File: config.mk
export PLATFORM = sky130hd
export DESIGN_NAME = frame_streamer
export DESIGN_NICKNAME = d
export VERILOG_FILES = /design/src/output_controller_pkg.sv /design/src/frame_streamer.sv
export VERILOG_INCLUDE_DIRS = /design/src
export SDC_FILE = /design/constraint.sdc
export NUM_CORES = 1
export LEC_CHECK = 0
export BUFFER_PORTS_ARGS = -buffer_cell sky130_fd_sc_hd__buf_4
export CORE_MARGIN = 5
export CORE_UTILIZATION = 38
export DETAILED_ROUTE_END_ITERATION = 12
export PLACE_DENSITY = 0.8
export SLEW_MARGIN = 20
export SYNTH_ARGS = -nofsm -noshare
export SYNTH_HDL_FRONTEND = slang
export SYNTH_SLANG_ARGS = --single-unit
File: constraint.sdc
create_clock -name clk -period 2.1 [get_ports clk]
set_clock_uncertainty 0.1 [all_clocks]
set_input_delay 0.315 -clock clk [delete_from_list [all_inputs] [get_ports clk]]
set_output_delay 0.315 -clock clk [all_outputs]
set_load 0.03 [all_outputs]
File: src/output_controller_config.svh
// BUFFER_PIXELS must not exceed FRAME_PIXELS, and FRAME_INDEX_WIDTH must cover the whole frame
`ifndef OUTPUT_CONTROLLER_CONFIG_SVH
`define OUTPUT_CONTROLLER_CONFIG_SVH

// Frame geometry in pixels
`define FRAME_WIDTH 32
`define FRAME_HEIGHT 24
`define FRAME_PIXELS (`FRAME_WIDTH * `FRAME_HEIGHT)

// On-chip storage covers the first part of the frame only
`define BUFFER_PIXELS 256

`define FRAME_INDEX_WIDTH 10

// Byte address of pixel 0 with one 32-bit word per pixel
`define SDRAM_ADDR_WIDTH 28
`define SDRAM_BASE 28'h8000000

`endif

File: src/output_controller_pkg.sv
// Shared types for the output stage; widths come from output_controller_config.svh
`default_nettype none

`include "output_controller_config.svh"

package output_controller_pkg;

	typedef logic [`FRAME_INDEX_WIDTH-1:0] frame_index_t;

	// One RGB pixel
	typedef struct packed
	{
		logic [7:0] red;
		logic [7:0] green;
		logic [7:0] blue;
	} pixel_t;

	// Host write request
	typedef struct packed
	{
		frame_index_t index;
		pixel_t pixel;
	} pixel_write_t;

	// One beat to the SDRAM write master
	typedef struct packed
	{
		logic [`SDRAM_ADDR_WIDTH-1:0] address;
		logic [31:0] data;
	} sdram_write_t;

	typedef enum logic [1:0]
	{
		stream_idle,
		stream_fetch,
		stream_send,
		stream_done
	} stream_state_e;

endpackage

`default_nettype wire

File: src/frame_streamer.sv
// Writes FRAME_PIXELS words from SDRAM_BASE in steps of 4; pixels at or above BUFFER_PIXELS go out black
`timescale 1ns/1ns
`default_nettype none

`include "output_controller_config.svh"

module frame_streamer
(
	input logic clk,
	input logic reset,
	input logic frame_start,
	output logic stream_busy,
	output logic stream_read_enable,
	output logic [`FRAME_INDEX_WIDTH-1:0] stream_index,
	input output_controller_pkg::pixel_t stream_pixel,
	output logic sdram_write,
	output output_controller_pkg::sdram_write_t sdram_beat,
	input logic waitrequest,
	output logic finished
);
	import output_controller_pkg::*;

	localparam frame_index_t last_index = frame_index_t'(`FRAME_PIXELS - 1);
	localparam frame_index_t buffer_limit = frame_index_t'(`BUFFER_PIXELS);
	localparam int pad_width = `SDRAM_ADDR_WIDTH - `FRAME_INDEX_WIDTH - 2;

	stream_state_e state;
	stream_state_e next_state;
	frame_index_t pixel_index;
	frame_index_t next_index;
	logic in_buffer;
	logic [`SDRAM_ADDR_WIDTH-1:0] byte_offset;

	always_ff @(posedge clk)
	begin
		if (reset)
		begin
			state <= stream_idle;
			pixel_index <= '0;
		end
		else
		begin
			state <= next_state;
			pixel_index <= next_index;
		end
	end

	always_comb
	begin
		next_state = state;
		next_index = pixel_index;
		case (state)
			stream_idle, stream_done:
			begin
				// A new frame restarts from pixel 0
				if (frame_start)
				begin
					next_state = stream_fetch;
					next_index = '0;
				end
			end
			stream_fetch:
			begin
				next_state = stream_send;
			end
			stream_send:
			begin
				// Hold the beat until the slave drops waitrequest
				if (!waitrequest)
				begin
					if (pixel_index == last_index)
					begin
						next_state = stream_done;
					end
					else
					begin
						next_state = stream_fetch;
						next_index = pixel_index + 1'b1;
					end
				end
			end
			default:
			begin
				next_state = stream_idle;
			end
		endcase
	end

	assign stream_busy = (state == stream_fetch) || (state == stream_send);
	assign stream_read_enable = (state == stream_fetch);
	assign stream_index = pixel_index;
	assign sdram_write = (state == stream_send);
	assign finished = (state == stream_done);

	assign in_buffer = (pixel_index < buffer_limit);
	assign byte_offset = {{pad_width{1'b0}}, pixel_index, 2'b00};

	// Byte 0 zero, then red, green, blue
	always_comb
	begin
		sdram_beat.address = `SDRAM_BASE + byte_offset;
		if (in_buffer)
		begin
			sdram_beat.data = {stream_pixel.blue, stream_pixel.green, stream_pixel.red, 8'h00};
		end
		else
		begin
			sdram_beat.data = '0;
		end
	end

endmodule

`default_nettype wire

-- Word-level counts from Yosys, hierarchy flattened
Cells that the tools add are included.
- add/subtract/negate cells: 2
- mux-type cells: 9
- reductions and logical operators: 6
- eq/ne operators: 7
- magnitude comparators: 1
- operators by type and width (cell ; count):
    32-bit 2-to-1 mux ; 1
    10-bit 2-to-1 mux ; 3
    28-bit by 12-bit adder with 28-bit output, first input constant ; 1
    10-bit one-hot mux with 2 select lines ; 1
    10-bit by 1-bit adder with 10-bit output, second input constant ; 1
    10-bit == test, second input constant ; 1
    10-bit by 9-bit less-than comparator with 1-bit output, second input constant ; 1
    2-bit 2-to-1 mux ; 3
    2-bit != test, second input constant ; 3
    2-bit one-hot mux with 3 select lines ; 1
    2-bit == test, second input constant ; 2
    4-bit AND reduction ; 1
    2-bit by 1-bit == test with 1-bit output, second input constant ; 1
    2-bit zero test ; 1
    2-bit AND reduction ; 1
    2-bit nonzero test ; 1
    2-bit OR reduction ; 1
    1-bit logical OR ; 1
- register bits after elaboration: 12
- logic and storage cells: 27
- output and inout port bits: 74

-- Longest topological paths before layout
Gate-level depths: netlist of run 1.
- depth in word-level cells: 4
- mapped depth: 7
- gate-level depth less buffers: 6

-- Worst setup path after synthesis of run 1
No wires, ideal clock.
- path kind: register -> register
- from: register state[0]
- to: register pixel_index[9] (netlist: stream_index[9])
- data arrival time: 1.787 ns
- path buffers: 0
- stages on the path, launching flop included: 7
- slack: 0.127 ns
- cells stage by stage: dfxtp_1 -> inv_1 -> ha_1 -> nand2_1 -> o211ai_1 -> or4_4 -> a221oi_2
- RTL lines (item ; RTL line ; RTL):
    from (decl) ; frame_streamer.sv:27 ; stream_state_e state;
    from (signal assigned) ; frame_streamer.sv:38 ; state <= stream_idle;
    from (signal assigned) ; frame_streamer.sv:43 ; state <= next_state;
    2-bit == test (*) ; - ;
    named net sdram_write ; frame_streamer.sv:16 ; output logic sdram_write,
    2-bit != test (no line) or 2-bit nonzero test (tied branches) ; - ;
    4-bit AND reduction (no line) ; - ;
    to (signal assigned) ; frame_streamer.sv:44 ; pixel_index <= next_index;
    to (decl) ; frame_streamer.sv:29 ; frame_index_t pixel_index;
The timed path passes the listed nets; every way through them passes the cells marked *.
A chain may end at the register's enable or synchronous reset.

-- Worst setup path in the final report of run 1
- from: register state[0]
- to: register pixel_index[9] (netlist: stream_index[9])
- word-level cells in the longest chain between the ends: 4
- RTL lines (item ; RTL line ; RTL):
    2-bit == test or 2-bit zero test (tied branches) ; frame_streamer.sv:52 ; case (state)
    2-bit OR reduction ; frame_streamer.sv:52 ;
    2-bit != test (no line) or 2-bit nonzero test (tied branches) ; - ;
    4-bit AND reduction (no line) ; - ;
Several ways; a longest one is shown, not always the timed one.

==> Flow_metrics.wiki, run 1 <==
{| class="wikitable"
! Metric !! Value
|-
| Source-to-sink clock delay at the later pin of the worst-skew pair || 0.27 ns
|-
| Crit path required time || between 2 and 2.5 ns
|-
| Peak Freq || 0.5072 GHz
|-
| Number of hold violations in the final report || 0
|-
| TritonCTS Sinks || 12
|-
| FFs w/ async S/R, synth || 0%
|-
| Worst vdd ir || 0.0004921 V
|-
| Setup repair after global routing missed its margin || false
|-
| Vias in the first global route || 1076
|-
| RePlAce Congestion || 0.8604
|-
| Count of vias placed by the detailed router || ~1200
|-
| Reg clk slew, reported paths || 0.08 ns
|-
| Port-buffer cells || between 70 and 80
|-
| Initial antenna violation count || 0
|-
| Post-Syn Area per Cell || 7.886 µm²
|-
| Top fanout value on the critical path || 5
|-
| CTS H-Tree Depth || 1
|-
| Number of resized instances in the post-cts repair step || 1
|-
| Placeable Area || about 3000 µm²
|-
| Cell area after placement || 1653 µm²
|-
| Number of flops mapped to enable cells by yosys || 0
|-
| Run status || finished, final reports clean
|-
| Tcrit/Tclk final || 93.89%
|-
| Count of nets left with antenna violations after detail routing || 0
|-
| Area growth from synthesis to final layout || 39.98%
|-
| Leakage component of the power || ~0.80 nW
|-
| Number of pins exceeding their max-slew limit in the final report || 0
|-
| Met3 wire length || 215 µm
|-
| Sequential cell area || 240.2 µm²
|-
| Fin crit period || 1.972 ns
|-
| Share of cell area taken by muxes after synthesis || 0%
|-
| Critical path, cell by cell || inv_1 -> ha_1 -> nand2b_2 -> o211ai_1 -> or4_4 -> a221oi_2
|-
| Post-detailed-route DRC marker count || 0
|-
| Reg2reg path depth || 6
|-
| Combined area of the multi-input logic cells || 729.5 µm²
|-
| Power per standard cell area || 443.2 nW/µm²
|-
| Number of warnings reported in the yosys synthesis log || 0
|-
| Highest layer used for signal routing || met4
|-
| Total Nets Final || 253
|-
| Maximum buffer depth of the clock tree || 2
|-
| Combined area of all synthesized cells || 1199 µm²
|-
| Total of flip-flops plus latches after synthesis || 12
|-
| Adder-cell area share of the yosys netlist || between 4 and 5%
|-
| Synthesized instance count || 152
|-
| Largest family of logic cells by synthesized area || simple AND/OR/NAND/NOR gates
|-
| Category of the worst setup path capture point || register
|-
| Die Y-Extent || around 66 µm
|-
| Fin Setup TNS || 0 ns
|-
| Routed wirelength normalized by instance count || 12.75 µm
|-
| Slew at the pin with the worst max-slew slack || 0.6024 ns
|-
| Post-Route WL || approximately 3400 µm
|-
| Most common cell after layout, fill and taps aside || sky130_fd_sc_hd__buf_4
|-
| CTS tree || done
|-
| Root cell of the clock tree || sky130_fd_sc_hd__clkbuf_4
|-
| Critical Path Slowest Stage Cell || sky130_fd_sc_hd__or4_4
|-
| Total track usage || between 10% and 20%
|-
| Final global-route overflow total || 0
|-
| Iteration count of the initial detailed-routing pass || 4
|-
| Setup-violating endpoint count in the final report || 0
|-
| Simple-gate area share of the yosys netlist || 31.42%
|-
| Longest individual stage delay on the worst path || around 0.53 ns
|-
| Horiz. Die Dim || 66.17 µm
|-
| Depth of the worst hold-timing path || 2
|-
| Critical Path Source Type || register
|-
| Compound-Gate Fraction of Synth Area || between 10% and 20%
|-
| Number of different library cells in the post-synthesis netlist || 42
|-
| Average via count per standard cell || roughly 4.5
|-
| I/O pins || roughly 100
|-
| Filler instances || 308
|-
| Core Rows || 20
|-
| Wire length of the first global-routing pass || between 4000 and 5000 µm
|-
| Type of the setup path with the least slack || register to register
|-
| Fraction of synthesized cell area in xor and xnor cells || 0%
|-
| Worst-case hold slack || 0.1209 ns
|-
| Sequential share of the synthesized area || 20.04%
|-
| Rel. slew slack || 59.80%
|-
| HPWL after detailed placement || between 2000 and 3000 µm
|-
| Starting utilization of the core area || ~40%
|-
| Data arrival, critical path || 2.07 ns
|-
| Total setup buffers inserted after CTS || 0
|-
| Share of the core filled with cells in the final layout || 55.41%
|-
| Share of post-route cells with drive strength above 1 || 43.84%
|-
| Area of the die || roughly 4400 µm²
|-
| Post-layout power || 0.0007437 W
|-
| Most used flip-flop cell after synthesis || sky130_fd_sc_hd__dfxtp_1
|-
| Max-cap viol count || 0
|-
| Maximum number of pins on one net before global-route repair || 25
|-
| Post-CTS Hold Buffers || 0
|-
| Routed wire length on met2 || 1818 µm
|-
| Most frequent cells in the layout || 82 x sky130_fd_sc_hd__buf_4, 26 x sky130_fd_sc_hd__conb_1, 24 x sky130_fd_sc_hd__and2_1
|-
| Final design area excluding fillers || 1678 µm²
|-
| Iter 0 DRT Violations || 32
|-
| Number of inserted diodes || 0
|-
| Class of the worst hold path || primary input to register
|-
| Routed length on met1 || 1290 µm
|-
| Clock buffers created by TritonCTS || 3
|}
-- cell usage after synthesis (2+ instances only) --
library cell | number | share of area [%]
sky130_fd_sc_hd__buf_4 | 36 | 23
sky130_fd_sc_hd__and2_1 | 24 | 13
sky130_fd_sc_hd__dfxtp_1 | 12 | 20
sky130_fd_sc_hd__nand2_1 | 7 | 2.2
sky130_fd_sc_hd__a21oi_1 | 6 | 2.5
sky130_fd_sc_hd__or3_1 | 6 | 3.1
sky130_fd_sc_hd__o21ai_0 | 5 | 2.1
sky130_fd_sc_hd__ha_1 | 4 | 4.2
sky130_fd_sc_hd__inv_1 | 4 | 1.3
sky130_fd_sc_hd__o211ai_1 | 3 | 1.9
sky130_fd_sc_hd__o32ai_1 | 3 | 2.2
sky130_fd_sc_hd__a211oi_1 | 2 | 1.3
sky130_fd_sc_hd__a31oi_1 | 2 | 1.0
sky130_fd_sc_hd__buf_2 | 2 | 0.84
sky130_fd_sc_hd__clkbuf_1 | 2 | 0.63
sky130_fd_sc_hd__conb_1 | 2 | 0.63
sky130_fd_sc_hd__nand3_1 | 2 | 0.84
sky130_fd_sc_hd__nand3b_1 | 2 | 1.3
sky130_fd_sc_hd__nand4_1 | 2 | 1.0
sky130_fd_sc_hd__nor2_1 | 2 | 0.63
sky130_fd_sc_hd__nor2b_1 | 2 | 1.0
sky130_fd_sc_hd__o31a_2 | 2 | 1.7
-- kinds of logic after synthesis --
kind of cell,count (synthesis)
other,2
flip-flops,12
buffers and inverters,46
AND/OR/NAND/NOR,59
AO/OA/AOI/OAI,29
adder cells (fa/ha/maj),4
-- flip-flops by register name (all words and copies together) (netlist names) --
signal and count:
stream_index 10, state 2
-- metal layers --
layer	vias up	GRT usage [%]
met4	0	3.807
met1	554	17.76
met2	40	23.54
li1	598	-
met3	2	3.571
met5	-	0
-- worst max-delay path: cells and delay by family, from the launching register on --
| family | cells | cell delay, ns |
|---|---|---|
| simple gates | 2 | 0.66 |
| fa+ha+maj | 1 | 0.33 |
| compound gates | 2 | 0.35 |
| flops | 1 | 0.39 |
| buf+inv | 1 | 0.06 |
-- final cells by class --
cell class,count,share of cell area (%)
tap,44,3.281
clock buffer,3,1.342
timing repair buffer,82,36.69
sequential,12,14.32
multi-input combinational,118,43.48
inverter,4,0.8949
-- per-stage QoR --
step,setup WS (ns),cells
finish,0.1284,263
floorplan,0.1269,176
CTS,0.1337,263
global placement,0.2080,260
global route,0.01758,263
detailed placement,0.1481,260
-- worst paths after layout --
check / start / to / slack (ns)
max: state[0] / stream_index[9] / 0.13
min: frame_start / stream_index[9] / 0.12
max reg2reg: state[0] / stream_index[9] / 0.13
min reg2reg: state[1] / state[1] / 0.42
-- report_power, final --
group          switching, W  total [W]  internal (W)
registers        0.00000727   0.000241      0.000234
clock network     0.0000738   0.000140     0.0000664
logic              0.000233   0.000363      0.000130
total              0.000314   0.000744      0.000430
Note: power is estimated with default switching activity, not from simulation.
==> run 2, diff against run 1 <==
CORE_ASPECT_RATIO = 1.75   (was unset)
SKIP_LAST_GASP = 1   (was unset)
SLEW_MARGIN = unset   (was 20)
==> run 2 against run 1 <==
Net effect: worst hold slack improved by 0.034 ns; critical endpoint unchanged; utilization down 1.1 points; combinational power is essentially flat; register-to-register slack improved by 0.03 ns; via count is 1.4% higher; die area is 1.0% higher; clock-buffer cell count unchanged; cell count is 0.76% lower; design area grew 0.60%; clock power up 53%; non-clock buffer count decreased by 1; worst setup slack improved by 0.030 ns.
==> Flow_metrics.wiki, run 2 (synthesized netlist as in run 1, its figures left out) <==
{| class="wikitable"
! Metric !! Value
|-
| Data arrival, critical path || 2.00 ns (was 2.07 ns)
|-
| CTS H-Tree Depth || 1 (unchanged)
|-
| Placeable Area || 3108 µm² (was 3028 µm²)
|-
| Maximum number of pins on one net before global-route repair || 25 (unchanged)
|-
| Horiz. Die Dim || 52.46 µm (was 66.17 µm)
|-
| Slew at the pin with the worst max-slew slack || 0.6026 ns (was 0.6024 ns)
|-
| Total Nets Final || 252 (was 253)
|-
| Number of pins exceeding their max-slew limit in the final report || 0 (unchanged)
|-
| Share of post-route cells with drive strength above 1 || 43.58% (was 43.84%)
|-
| Crit path required time || 2.16 ns (was 2.19 ns)
|-
| Final design area excluding fillers || 1688 µm² (was 1678 µm²)
|-
| Max-cap viol count || 0 (unchanged)
|-
| Buffer and inverter count on the worst path || 1 (unchanged)
|-
| Wire length of the first global-routing pass || 5485 µm (was 4850 µm)
|-
| RePlAce Congestion || 0.7585 (was 0.8604)
|-
| Area growth from synthesis to final layout || 40.81% (was 39.98%)
|-
| Peak Freq || 0.5150 GHz (was 0.5072 GHz)
|-
| Top fanout value on the critical path || 5 (unchanged)
|-
| Count of vias placed by the detailed router || 1211 (was 1194)
|-
| Rel. slew slack || 59.78% (was 59.80%)
|-
| Fin crit period || 1.942 ns (was 1.972 ns)
|-
| Delay-heaviest family, CP || simple AND/OR/NAND/NOR gates (unchanged)
|-
| Core Rows || 27 (was 20)
|-
| Type of the setup path with the least slack || register to register (unchanged)
|-
| Post-Route WL || 3500 µm (was 3352 µm)
|-
| Fin Setup TNS || 0 ns (unchanged)
|-
| Worst-case hold slack || 0.1551 ns (was 0.1209 ns)
|-
| Post-layout power || 0.0008214 W (was 0.0007437 W)
|-
| Root cell of the clock tree || sky130_fd_sc_hd__clkbuf_8 (was sky130_fd_sc_hd__clkbuf_4)
|-
| Die Y-Extent || 84.30 µm (was 66.17 µm)
|-
| Setup-violating endpoint count in the final report || 0 (unchanged)
|-
| Leakage component of the power || 0.7982 nW (was 0.7959 nW)
|-
| Critical Path Source Type || register (unchanged)
|-
| Post-layout worst setup margin || 0.1582 ns (was 0.1284 ns)
|-
| Average via count per standard cell || 4.640 (was 4.540)
|-
| Maximum buffer depth of the clock tree || 2 (unchanged)
|-
| Count of nets left with antenna violations after detail routing || 0 (unchanged)
|-
| HPWL after detailed placement || 2910 µm (was 2759 µm)
|-
| Critical Path Slowest Stage Cell || sky130_fd_sc_hd__or4_4 (unchanged)
|-
| Placement-stage worst setup slack || 0.1649 ns (was 0.1481 ns)
|-
| Tcrit/Tclk final || 92.47% (was 93.89%)
|-
| Number of inserted diodes || 0 (unchanged)
|-
| Category of the worst setup path capture point || register (unchanged)
|-
| Flip-flop count of the largest register after layout || 10 (unchanged)
|-
| Final global-route overflow total || 0 (unchanged)
|-
| Power per standard cell area || 486.7 nW/µm² (was 443.2 nW/µm²)
|-
| Initial antenna violation count || 0 (unchanged)
|-
| Source-to-sink clock delay at the later pin of the worst-skew pair || 0.24 ns (was 0.27 ns)
|-
| Worst vdd ir || 0.0003142 V (was 0.0004921 V)
|-
| I/O pins || 102 (unchanged)
|-
| Reg clk slew, reported paths || 0.05 ns (was 0.08 ns)
|-
| CTS tree || done (unchanged)
|-
| Iter 0 DRT Violations || 12 (was 32)
|-
| Post-detailed-route DRC marker count || 0 (unchanged)
|-
| Number of hold violations in the final report || 0 (unchanged)
|-
| TritonCTS Sinks || 12 (unchanged)
|-
| Routed wirelength normalized by instance count || 13.41 µm (was 12.75 µm)
|-
| Iteration count of the initial detailed-routing pass || 4 (unchanged)
|-
| Class of the worst hold path || primary input to register (unchanged)
|-
| Clock buffers created by TritonCTS || 3 (unchanged)
|-
| Vias in the first global route || 1129 (was 1076)
|-
| Starting utilization of the core area || 38.57% (was 39.59%)
|-
| Total track usage || 15.92% (was 14.08%)
|-
| Setup repair after global routing missed its margin || false (unchanged)
|-
| Critical path, cell by cell || inv_1 -> ha_1 -> nand2b_2 -> o211ai_1 -> or4_4 -> a221oi_2 (unchanged)
|-
| Most frequent cells in the layout || 81 x sky130_fd_sc_hd__buf_4, 26 x sky130_fd_sc_hd__conb_1, 24 x sky130_fd_sc_hd__and2_1 (was 82 x sky130_fd_sc_hd__buf_4, 26 x sky130_fd_sc_hd__conb_1, 24 x sky130_fd_sc_hd__and2_1)
|-
| Most common cell after layout, fill and taps aside || sky130_fd_sc_hd__buf_4 (unchanged)
|-
| Run status || finished, final reports clean (unchanged)
|-
| Port-buffer cells || 75 (unchanged)
|-
| Longest individual stage delay on the worst path || 0.53 ns (about the same)
|-
| Cell area after placement || 1644 µm² (was 1653 µm²)
|-
| Area of the die || 4422 µm² (was 4378 µm²)
|}
run 2: changes by cell type in the layout (fill, tap and decap cells not counted), sizes merged:
cell	before	now
buf	82	81
run 2: layout make-up:
class	instances	area, µm²
clock buffers	3	41.29
fillers	325	1420
inverters	4	15.01
multi-input cells	118	729.5
flip-flops and latches	12	240.2
well taps	43	53.80
repair buffers	81	608.1
run 2: path summary, 6_finish.rpt:
path	start	end	slack, ns	depth (start not counted)
max	state[0]	stream_index[9]	0.16	6
min	frame_start	stream_index[9]	0.16	2
max reg2reg	state[0]	stream_index[9]	0.16	6
min reg2reg	state[1]	state[1]	0.41	2
run 2: report_power, final:
| part | total [W] | switching (W) | leakage [nW] | internal [W] |
|---|---|---|---|---|
| registers | 0.000241 | 0.00000668 | 0.0970 | 0.000234 |
| clock network | 0.000214 | 0.0000876 | 0.0216 | 0.000127 |
| logic | 0.000366 | 0.000234 | 0.680 | 0.000132 |
| total | 0.000821 | 0.000329 | 0.798 | 0.000493 |
run 2: per-layer routing:
metal,global-route usage (%),part of all wire (%),vias up
met1,19.72,37,551
met4,8.140,2.3,0
met2,26.13,56,56
met3,1.776,5.1,7
li1,-,-,597
met5,0,0,-
run 2: what timing repair did:
action / in CTS / in global routing
resized for setup: 1 / 0
hold buffers: 0 / 0
endpoints found under the setup margin: 24 / 0
buffers inserted: 0 / 0
run 2: stage by stage:
step | util (%) | instances
CTS | 54.31 | 261
floorplan | - | 176
global route | 54.31 | 261
detailed placement | 52.90 | 258
finish | 54.31 | 261
global placement | 52.90 | 258
